**config.mk**
```make
export PLATFORM = sky130hd
export DESIGN_NAME = lsu_l1d_top
export DESIGN_NICKNAME = d
export VERILOG_FILES = /design/src/hdl/lsu_l1d_pkg.sv /design/src/hdl/lsu_l1d_top.sv /design/src/hdl/l1d_snoop_access.sv /design/src/hdl/l1d_ptw_access.sv /design/src/hdl/l1d_array.sv /design/src/hdl/l1d_rd_arbiter.sv
export SDC_FILE = /design/constraint.sdc
export NUM_CORES = 2
export LEC_CHECK = 0
export BUFFER_PORTS_ARGS = -buffer_cell sky130_fd_sc_hd__buf_2
export CAP_MARGIN = 10
export CORE_UTILIZATION = 54
export DETAILED_ROUTE_END_ITERATION = 8
export GPL_TIMING_DRIVEN = 0
export HOLD_SLACK_MARGIN = 0.08
export PLACE_DENSITY_LB_ADDON = 0.05
export SLEW_MARGIN = 20
export SYNTH_ARGS = -nofsm -noshare
export SYNTH_HDL_FRONTEND = slang
export SYNTH_SLANG_ARGS = --single-unit
```
**constraint.sdc**
```tcl
create_clock -name i_clk -period 2.2 [get_ports i_clk]
set_input_delay 0.44 -clock i_clk [delete_from_list [all_inputs] [get_ports i_clk]]
set_output_delay 0.44 -clock i_clk [all_outputs]
set_load 0.05 [all_outputs]
```
**src/hdl/lsu_l1d_pkg.sv**
```systemverilog
package lsu_l1d_pkg;

  // ----------------------------------------------------------------------
  // Widths
  // ----------------------------------------------------------------------
  localparam int PADDR_W         = 32;
  localparam int DCACHE_DATA_W   = 128;
  localparam int DCACHE_DATA_B_W = DCACHE_DATA_W / 8;
  localparam int XLEN_W          = 64;

  // ----------------------------------------------------------------------
  // Encodings
  // ----------------------------------------------------------------------
  typedef enum logic [1:0] {
    STATUS_NONE         = 2'd0,
    STATUS_HIT          = 2'd1,
    STATUS_MISS         = 2'd2,
    STATUS_L1D_CONFLICT = 2'd3
  } l1d_status_t;

  typedef enum logic {
    SNOOP_READ    = 1'b0,
    SNOOP_INVALID = 1'b1
  } snoop_cmd_t;

  // ----------------------------------------------------------------------
  // Request and response bundles
  // ----------------------------------------------------------------------
  typedef struct packed {
    logic               valid;
    logic [PADDR_W-1:0] paddr;
  } l1d_rd_req_t;

  typedef struct packed {
    logic                     valid;
    l1d_status_t              status;
    logic [DCACHE_DATA_W-1:0] data;
  } l1d_rd_resp_t;

  // Invalidate clears the valid bit, otherwise a line fill
  typedef struct packed {
    logic                     valid;
    logic                     invalidate;
    logic [PADDR_W-1:0]       paddr;
    logic [DCACHE_DATA_W-1:0] data;
  } l1d_wr_req_t;

  typedef struct packed {
    logic               valid;
    snoop_cmd_t         cmd;
    logic [PADDR_W-1:0] paddr;
  } snoop_req_t;

  typedef struct packed {
    logic                       valid;
    l1d_status_t                status;
    logic [DCACHE_DATA_B_W-1:0] be;
    logic [DCACHE_DATA_W-1:0]   data;
  } snoop_resp_t;

  typedef struct packed {
    logic               valid;
    logic [PADDR_W-1:0] paddr;
  } ptw_req_t;

  typedef struct packed {
    logic        valid;
    l1d_status_t status;
    logic [XLEN_W-1:0] data;
  } ptw_resp_t;

endpackage
```
**src/hdl/lsu_l1d_top.sv**
```systemverilog
`timescale 1ns/1ps

module lsu_l1d_top #(
  parameter int LS_PORT_NUM = 2,
  parameter int DCACHE_SETS = 16
) (
  input  logic                      i_clk,
  input  logic                      i_reset_n,

  input  lsu_l1d_pkg::snoop_req_t   i_snoop_req,
  output lsu_l1d_pkg::snoop_resp_t  o_snoop_resp,

  input  lsu_l1d_pkg::ptw_req_t     i_ptw_req,
  output lsu_l1d_pkg::ptw_resp_t    o_ptw_resp,

  input  lsu_l1d_pkg::l1d_rd_req_t  i_ls_req  [LS_PORT_NUM],
  output lsu_l1d_pkg::l1d_rd_resp_t o_ls_resp [LS_PORT_NUM],

  // Line fills from the miss side
  input  lsu_l1d_pkg::l1d_wr_req_t  i_refill,
  output logic                      o_refill_ready
);

  import lsu_l1d_pkg::*;

  // Port order sets priority, lowest index first
  localparam int SNOOP_PORT   = 0;
  localparam int PTW_PORT     = 1;
  localparam int LS_PORT_BASE = 2;
  localparam int RD_PORT_NUM  = LS_PORT_NUM + 2;

  l1d_rd_req_t              w_rd_req  [RD_PORT_NUM];
  l1d_rd_resp_t             w_rd_resp [RD_PORT_NUM];

  logic                     w_array_rd_valid;
  logic [PADDR_W-1:0]       w_array_rd_paddr;
  logic                     w_array_s1_hit;
  logic [DCACHE_DATA_W-1:0] w_array_s1_data;

  l1d_wr_req_t              w_inv_req;
  l1d_wr_req_t              w_wr_req;

  // ----------------------------------------------------------------------
  // Read clients
  // ----------------------------------------------------------------------
  l1d_snoop_access u_snoop_access (
    .i_clk        (i_clk                ),
    .i_reset_n    (i_reset_n            ),
    .i_snoop_req  (i_snoop_req          ),
    .o_snoop_resp (o_snoop_resp         ),
    .o_rd_req     (w_rd_req [SNOOP_PORT]),
    .i_rd_resp    (w_rd_resp[SNOOP_PORT]),
    .o_inv_req    (w_inv_req            )
  );

  l1d_ptw_access u_ptw_access (
    .i_clk      (i_clk              ),
    .i_reset_n  (i_reset_n          ),
    .i_ptw_req  (i_ptw_req          ),
    .o_ptw_resp (o_ptw_resp         ),
    .o_rd_req   (w_rd_req [PTW_PORT]),
    .i_rd_resp  (w_rd_resp[PTW_PORT])
  );

  for (genvar i = 0; i < LS_PORT_NUM; i++) begin : g_ls_port
    assign w_rd_req[LS_PORT_BASE + i] = i_ls_req[i];
    assign o_ls_resp[i]               = w_rd_resp[LS_PORT_BASE + i];
  end

  // ----------------------------------------------------------------------
  // Arbiter and array
  // ----------------------------------------------------------------------
  l1d_rd_arbiter #(
    .RD_PORT_NUM (RD_PORT_NUM)
  ) u_rd_arbiter (
    .i_clk            (i_clk           ),
    .i_reset_n        (i_reset_n       ),
    .i_rd_req         (w_rd_req        ),
    .o_rd_resp        (w_rd_resp       ),
    .o_array_rd_valid (w_array_rd_valid),
    .o_array_rd_paddr (w_array_rd_paddr),
    .i_array_s1_hit   (w_array_s1_hit  ),
    .i_array_s1_data  (w_array_s1_data )
  );

  // Invalidate owns the write path, refill waits
  assign o_refill_ready = !w_inv_req.valid;
  assign w_wr_req       = w_inv_req.valid ? w_inv_req : i_refill;

  l1d_array #(
    .DCACHE_SETS (DCACHE_SETS)
  ) u_array (
    .i_clk      (i_clk           ),
    .i_reset_n  (i_reset_n       ),
    .i_rd_valid (w_array_rd_valid),
    .i_rd_paddr (w_array_rd_paddr),
    .o_s1_hit   (w_array_s1_hit  ),
    .o_s1_data  (w_array_s1_data ),
    .i_wr_req   (w_wr_req        )
  );

endmodule

```
**src/hdl/l1d_snoop_access.sv**
```systemverilog
`timescale 1ns/1ps

module l1d_snoop_access (
  input  logic                      i_clk,
  input  logic                      i_reset_n,

  input  lsu_l1d_pkg::snoop_req_t   i_snoop_req,
  output lsu_l1d_pkg::snoop_resp_t  o_snoop_resp,

  // Read port with the highest priority
  output lsu_l1d_pkg::l1d_rd_req_t  o_rd_req,
  input  lsu_l1d_pkg::l1d_rd_resp_t i_rd_resp,

  // Invalidate onto the array write path
  output lsu_l1d_pkg::l1d_wr_req_t  o_inv_req
);

  import lsu_l1d_pkg::*;

  logic r_resp_valid;
  logic w_s1_hit;

  // ----------------------------------------------------------------------
  // Command decode
  // ----------------------------------------------------------------------
  assign o_rd_req.valid = i_snoop_req.valid & (i_snoop_req.cmd == SNOOP_READ);
  assign o_rd_req.paddr = i_snoop_req.paddr;

  assign o_inv_req.valid      = i_snoop_req.valid & (i_snoop_req.cmd == SNOOP_INVALID);
  assign o_inv_req.invalidate = 1'b1;
  assign o_inv_req.paddr      = i_snoop_req.paddr;
  assign o_inv_req.data       = '0;

  // Reads and invalidates are both answered
  always_ff @(posedge i_clk, negedge i_reset_n) begin
    if (!i_reset_n) begin
      r_resp_valid <= 1'b0;
    end else begin
      r_resp_valid <= i_snoop_req.valid;
    end
  end

  // ----------------------------------------------------------------------
  // s1 response
  // ----------------------------------------------------------------------
  assign w_s1_hit = (i_rd_resp.status == STATUS_HIT);

  assign o_snoop_resp.valid  = r_resp_valid;
  // The read port reports NONE when no read stands behind an invalidate
  assign o_snoop_resp.status = i_rd_resp.status;
  assign o_snoop_resp.be     = {DCACHE_DATA_B_W{w_s1_hit}};
  assign o_snoop_resp.data   = i_rd_resp.data;

  a_cmd_known : assert property (
    @(posedge i_clk) disable iff (!i_reset_n)
    i_snoop_req.valid |-> !$isunknown(i_snoop_req.cmd)
  );

endmodule

```
**src/hdl/l1d_ptw_access.sv**
```systemverilog
`timescale 1ns/1ps

module l1d_ptw_access (
  input  logic                      i_clk,
  input  logic                      i_reset_n,

  input  lsu_l1d_pkg::ptw_req_t     i_ptw_req,
  output lsu_l1d_pkg::ptw_resp_t    o_ptw_resp,

  // Dedicated read port on the arbiter
  output lsu_l1d_pkg::l1d_rd_req_t  o_rd_req,
  input  lsu_l1d_pkg::l1d_rd_resp_t i_rd_resp
);

  import lsu_l1d_pkg::*;

  localparam int WORD_NUM = DCACHE_DATA_W / XLEN_W;
  localparam int SEL_W    = $clog2(WORD_NUM);
  // Lowest paddr bit above the byte offset within a word
  localparam int SEL_LSB  = $clog2(XLEN_W / 8);

  logic [SEL_W-1:0] r_word_sel;

  // ----------------------------------------------------------------------
  // s0 request
  // ----------------------------------------------------------------------
  assign o_rd_req.valid = i_ptw_req.valid;
  assign o_rd_req.paddr = i_ptw_req.paddr;

  always_ff @(posedge i_clk, negedge i_reset_n) begin
    if (!i_reset_n) begin
      r_word_sel <= '0;
    end else if (i_ptw_req.valid) begin
      r_word_sel <= i_ptw_req.paddr[SEL_LSB +: SEL_W];
    end
  end

  // ----------------------------------------------------------------------
  // s1 response
  // ----------------------------------------------------------------------
  assign o_ptw_resp.valid  = i_rd_resp.valid;
  assign o_ptw_resp.status = i_rd_resp.status;
  assign o_ptw_resp.data   = i_rd_resp.data[r_word_sel * XLEN_W +: XLEN_W];

endmodule

```
**src/hdl/l1d_array.sv**
```systemverilog
`timescale 1ns/1ps

module l1d_array #(
  parameter int DCACHE_SETS = 16
) (
  input  logic                                  i_clk,
  input  logic                                  i_reset_n,

  // Read path, answered one cycle later
  input  logic                                  i_rd_valid,
  input  logic [lsu_l1d_pkg::PADDR_W-1:0]       i_rd_paddr,
  output logic                                  o_s1_hit,
  output logic [lsu_l1d_pkg::DCACHE_DATA_W-1:0] o_s1_data,

  // Write path, fill or invalidate
  input  lsu_l1d_pkg::l1d_wr_req_t              i_wr_req
);

  import lsu_l1d_pkg::*;

  localparam int OFS_W = $clog2(DCACHE_DATA_B_W);
  localparam int IDX_W = $clog2(DCACHE_SETS);
  localparam int TAG_W = PADDR_W - IDX_W - OFS_W;

  logic [TAG_W-1:0]         r_tag  [DCACHE_SETS];
  logic [DCACHE_DATA_W-1:0] r_data [DCACHE_SETS];
  logic [DCACHE_SETS-1:0]   r_valid;

  logic [IDX_W-1:0]         w_rd_idx;
  logic [TAG_W-1:0]         w_rd_tag;
  logic                     w_rd_hit;
  logic [IDX_W-1:0]         w_wr_idx;
  logic [TAG_W-1:0]         w_wr_tag;

  logic                     r_s1_hit;
  logic [DCACHE_DATA_W-1:0] r_s1_data;

  // Address split into tag, index and byte offset
  assign w_rd_idx = i_rd_paddr[OFS_W +: IDX_W];
  assign w_rd_tag = i_rd_paddr[OFS_W + IDX_W +: TAG_W];
  assign w_wr_idx = i_wr_req.paddr[OFS_W +: IDX_W];
  assign w_wr_tag = i_wr_req.paddr[OFS_W + IDX_W +: TAG_W];

  assign w_rd_hit = r_valid[w_rd_idx] & (r_tag[w_rd_idx] == w_rd_tag);

  // ----------------------------------------------------------------------
  // Storage update
  // ----------------------------------------------------------------------
  always_ff @(posedge i_clk, negedge i_reset_n) begin
    if (!i_reset_n) begin
      r_valid <= '0;
    end else if (i_wr_req.valid) begin
      r_valid[w_wr_idx] <= !i_wr_req.invalidate;
    end
  end

  // Invalidate leaves tag and data as they were
  always_ff @(posedge i_clk) begin
    if (i_wr_req.valid && !i_wr_req.invalidate) begin
      r_tag[w_wr_idx]  <= w_wr_tag;
      r_data[w_wr_idx] <= i_wr_req.data;
    end
  end

  // ----------------------------------------------------------------------
  // Registered read
  // ----------------------------------------------------------------------
  always_ff @(posedge i_clk, negedge i_reset_n) begin
    if (!i_reset_n) begin
      r_s1_hit <= 1'b0;
    end else begin
      r_s1_hit <= i_rd_valid & w_rd_hit;
    end
  end

  always_ff @(posedge i_clk) begin
    if (i_rd_valid) begin
      r_s1_data <= r_data[w_rd_idx];
    end
  end

  assign o_s1_hit  = r_s1_hit;
  assign o_s1_data = r_s1_data;

  // Covers both writers muxed in the top, snoop and refill
  a_wr_paddr_known : assert property (
    @(posedge i_clk) disable iff (!i_reset_n)
    i_wr_req.valid |-> !$isunknown(i_wr_req.paddr)
  );

endmodule

```
**src/hdl/l1d_rd_arbiter.sv**
```systemverilog
`timescale 1ns/1ps

module l1d_rd_arbiter #(
  parameter int RD_PORT_NUM = 4
) (
  input  logic                                  i_clk,
  input  logic                                  i_reset_n,

  input  lsu_l1d_pkg::l1d_rd_req_t              i_rd_req  [RD_PORT_NUM],
  output lsu_l1d_pkg::l1d_rd_resp_t             o_rd_resp [RD_PORT_NUM],

  // Single read path into the array
  output logic                                  o_array_rd_valid,
  output logic [lsu_l1d_pkg::PADDR_W-1:0]       o_array_rd_paddr,
  input  logic                                  i_array_s1_hit,
  input  logic [lsu_l1d_pkg::DCACHE_DATA_W-1:0] i_array_s1_data
);

  import lsu_l1d_pkg::*;

  logic [RD_PORT_NUM-1:0] w_req_valid;
  logic [RD_PORT_NUM-1:0] w_grant;
  logic [RD_PORT_NUM-1:0] r_grant;
  logic [RD_PORT_NUM-1:0] r_req_mask;

  // ----------------------------------------------------------------------
  // s0 grant
  // ----------------------------------------------------------------------
  always_comb begin
    for (int p = 0; p < RD_PORT_NUM; p++) begin
      w_req_valid[p] = i_rd_req[p].valid;
    end
  end

  // Lowest set bit wins so port 0 has top priority
  assign w_grant = w_req_valid & (~w_req_valid + RD_PORT_NUM'(1));

  assign o_array_rd_valid = |w_req_valid;

  always_comb begin
    o_array_rd_paddr = '0;
    for (int p = 0; p < RD_PORT_NUM; p++) begin
      o_array_rd_paddr |= i_rd_req[p].paddr & {PADDR_W{w_grant[p]}};
    end
  end

  always_ff @(posedge i_clk, negedge i_reset_n) begin
    if (!i_reset_n) begin
      r_grant    <= '0;
      r_req_mask <= '0;
    end else begin
      r_grant    <= w_grant;
      r_req_mask <= w_req_valid;
    end
  end

  // ----------------------------------------------------------------------
  // s1 response per port
  // ----------------------------------------------------------------------
  for (genvar p = 0; p < RD_PORT_NUM; p++) begin : g_resp
    assign o_rd_resp[p].valid  = r_req_mask[p];
    assign o_rd_resp[p].status = r_grant[p]    ? (i_array_s1_hit ? STATUS_HIT : STATUS_MISS) :
                                 r_req_mask[p] ? STATUS_L1D_CONFLICT :
                                                 STATUS_NONE;
    // Losers see the winner's line and go by their status
    assign o_rd_resp[p].data   = i_array_s1_data;
  end

  // The array reports a hit only behind a granted read
  a_hit_needs_grant : assert property (
    @(posedge i_clk) disable iff (!i_reset_n)
    !(|r_grant) |-> !i_array_s1_hit
  );

endmodule

```
==> results.cfg <==
[run_status]
run_status = complete, but fails checks
violations = negative setup slack

[job]
maxCapViolations = 0

[cts]
cts.htree.levels = 5
clockBufferDepth = 4
clock-root-buffer = clkbuf_16
clkLatencyLatePin_ps = 940
cts_sinks = 2586
cts_tree = built
cts_buffers = 281
clk_pin_slew_ps = 60

[critical_path]
cp-start-kind = input pin
crit_family = simple AND/OR/NAND/NOR gates
startpoint = i_ptw_req[32]
rr_worst_depth = 8
cp_common_cell = buf_6
cp.depth = 14
crit_required_ps = 2970
worst_r2r_endpoint = u_array.o_s1_hit
max_stage_delay_ps = 440
cp_slowest_cell = nor4_2
cp.arrival_ps = 3840
crit_chain = clkbuf_4 > nor2b_2 > buf_6 > nand3_4 > and2_0 > clkbuf_1 > buf_6 > a221oi_1 > a211oi_1 > nor4_2 > xor2_1 > a2111oi_4 > nand4_1 > nor4_4
worstSetupPathType = input pin to register
crit_fanout = 10
rrSetupSlack_ps = -540
crit_end = u_array.o_s1_hit
r2r_start = u_array.r_tag[8][15]
end_kind = register
timing.critical_path.buf_inv = 4

[placed_design]
dp_hpwl_um = 251600
port_buffers = 753
place_congestion = 0.8771

[floorplan]
start_util_pct = 54.43
core_um2 = 195000
placementRows = 162
fp.dieArea_um2 = 198300
ios = 774
die_y_um = 445.3
die_x_um = 445.3

[sta]
setup_viol = 771
hold_violations = 0
setup_ws_ps = -871.4
relSlewSlack_pct = 18.04
min_period_ps = 3071
skew_ps = 32.61
rsz0062_at_grt = yes
max_slew.worst_pin.slew_ps = 1229
hold_ws_ps = 80.55
maxSlewViolCount = 0
finalCritPeriodShare_pct = 139.6
fmax_mhz = 325.6

[global_routing]
grt_pass1_vias = 71075
antenna_found_initial = 35
overflow = 0
grt_start_max_net_pins = 43
grt_pass1_wl_um = 515100
track_usage_pct = 36.73

[synth]
yosys.area.top_type = edfxtp_1
synth.area.top_cells = edfxtp_1, nand2_1, a311oi_1
ys.flop_type = edfxtp_1
synth_fp_nets = 8293
synth_area_um2 = 106100
ys.warnings.count = 0
synth_edf_count = 2560
ys_types = 60
synth_cells = 7996
avgSynthCellArea_um2 = 13.27
synthArstFlopShare_pct = 1.005
ys_seq_area_share_pct = 73.05
synth_top_area_share_pct = 72.43
yosys_register_bits = 2586

[finish]
syn_to_final_growth_pct = 35.72
drive_gt1_share_pct = 35.90
layout_commonest_cell = edfxtp_1
mostFrequentLayoutCells = edfxtp_1, nand2_1, buf_2, buf_4, nand3_1
fin_util_pct = 73.87
fin_nets = 9860

[pwr]
pwr_density_cell_nw_per_um2 = 955.6
ir_drop_v = 0.0009090
p_leak_nw = 52.13

[route]
wl_um = 386500
viasPerCell = 6.241
drc = 0
ant_nets = 0
first_pass_iters = 6
via_count = 77454
wl_per_cell_um = 31.14
drt_iter0_drc = 11311

[worst_hold_path]
hold_class = input pin to register
logic make-up (layout without fill, tap and decap cells):
logic type / count (synthesis) / in the layout / synth area share (%)
AOI/OAI and AO/OA: 904 / 904 / 6.268
muxes: 154 / 154 / 1.738
other: 0 / 31 / 0
DFF: 2586 / 2586 / 73.05
and+or+nand+nor: 3371 / 3373 / 13.70
buffers and inverters: 956 / 2714 / 5.046
xor gates and xnor gates: 25 / 25 / 0.2063
final cells by class:
| cell class | count | area [um2] |
|---|---|---|
| Multi-Input combinational cell | 4456 | 30440 |
| Timing Repair Buffer | 1313 | 15360 |
| Fill cell | 12130 | 50950 |
| Tap cell | 2624 | 3283 |
| Clock inverter | 128 | 894.6 |
| Sequential cell | 2586 | 77530 |
| Inverter | 12 | 45.04 |
| Antenna cell | 31 | 77.57 |
| Clock buffer | 348 | 7475 |
| Buffer | 913 | 8942 |
timing repair:
action	in CTS	in global routing
gates cloned	31	12
endpoints found under the hold margin	37	2
buffers inserted	115	244
hold buffers	12	1
pin swaps	278	400
endpoints found under the setup margin	2145	1983
gates resized for setup	1637	2140
worst min path at each step:
stage / startpoint / to / slack (ps) / cells after the start
2_1_floorplan: i_reset_n / u_array.o_s1_hit / 140 / 0
3_3_place_gp: u_array.r_valid[1] / u_array.r_valid[1] / 470 / 1
3_5_place_dp: u_array.r_valid[9] / u_array.r_valid[9] / 470 / 1
4_1_cts: i_refill[133] / u_array.r_valid[5] / 80 / 4
5_1_grt: i_refill[120] / u_array.r_data[13][120] / 80 / 2
6_report: i_snoop_req[7] / u_array.r_valid[12] / 80 / 5
Yosys cell counts (all sizes together) (4+ instances only):
cell type / instances
dfrtp: 26
mux2i: 68
a211oi: 11
nand2: 2281
xnor2: 14
mux2: 69
a22o: 6
nor4: 6
nand3b: 4
nand3: 617
a21o: 16
a32oi: 7
nand2b: 5
inv: 12
o21ai: 19
nor3: 4
o22ai: 15
a311oi: 363
mux4: 17
o211ai: 5
a31oi: 167
a21oi: 177
edfxtp: 2560
a221oi: 38
o2111ai: 4
a22oi: 64
and3: 250
xor2: 11
nor2: 48
buf: 601
and2: 141
clkbuf: 343
worst reg2reg max path, cell delays in order, from the launching register on:
cell and delay, ps:
edfxtp_1 360, and2_1 160, a221oi_1 350, a211oi_1 110
nor4_2 440, xor2_1 180, a2111oi_4 340, nand4_1 220
nor4_4 430
registers in the layout (all words and copies together), names as in the netlist:
name / flops
u_array.r_valid: 16
u_array.r_tag: 384
u_array.o_s1_hit: 1
u_array.r_data: 2048
u_array.o_s1_data: 128
u_rd_arbiter.r_req_mask: 3
u_snoop_access.r_resp_valid: 1
u_ptw_access.r_word_sel: 1
u_rd_arbiter.r_grant: 4
stage by stage:
| stage | std cells | setup TNS [ps] | setup slack, ps | cell area (um2) | power [W] |
|---|---|---|---|---|---|
| global route | 12391 | -142720 | -817.6 | 144000 | 0.1403 |
| CTS | 12168 | -317090 | -821.7 | 134500 | 0.1307 |
| global placement | 11373 | - | -5077 | 113300 | 0.08287 |
| detailed placement | 11539 | -4419560 | -3828 | 117400 | 0.08342 |
| finish | 12411 | -132220 | -871.4 | 144000 | 0.1376 |
| floorplan | 7996 | -4570060 | -1810 | 106300 | 0.07414 |
report_power, final:
part / internal [W] / total [W] / switching [W]
Sequential: 0.0559 / 0.0569 / 0.00103
Clock: 0.0254 / 0.0443 / 0.0190
Combinational: 0.0138 / 0.0364 / 0.0226
routing by layer:
metal  global-route usage, %  share of wire [%]
met4                   23.59                7.3
met1                   48.76                 36
met2                   55.27                 46
met5                       0              0.015
met3                   7.842                 11
(Power assumes the default switching activity.)
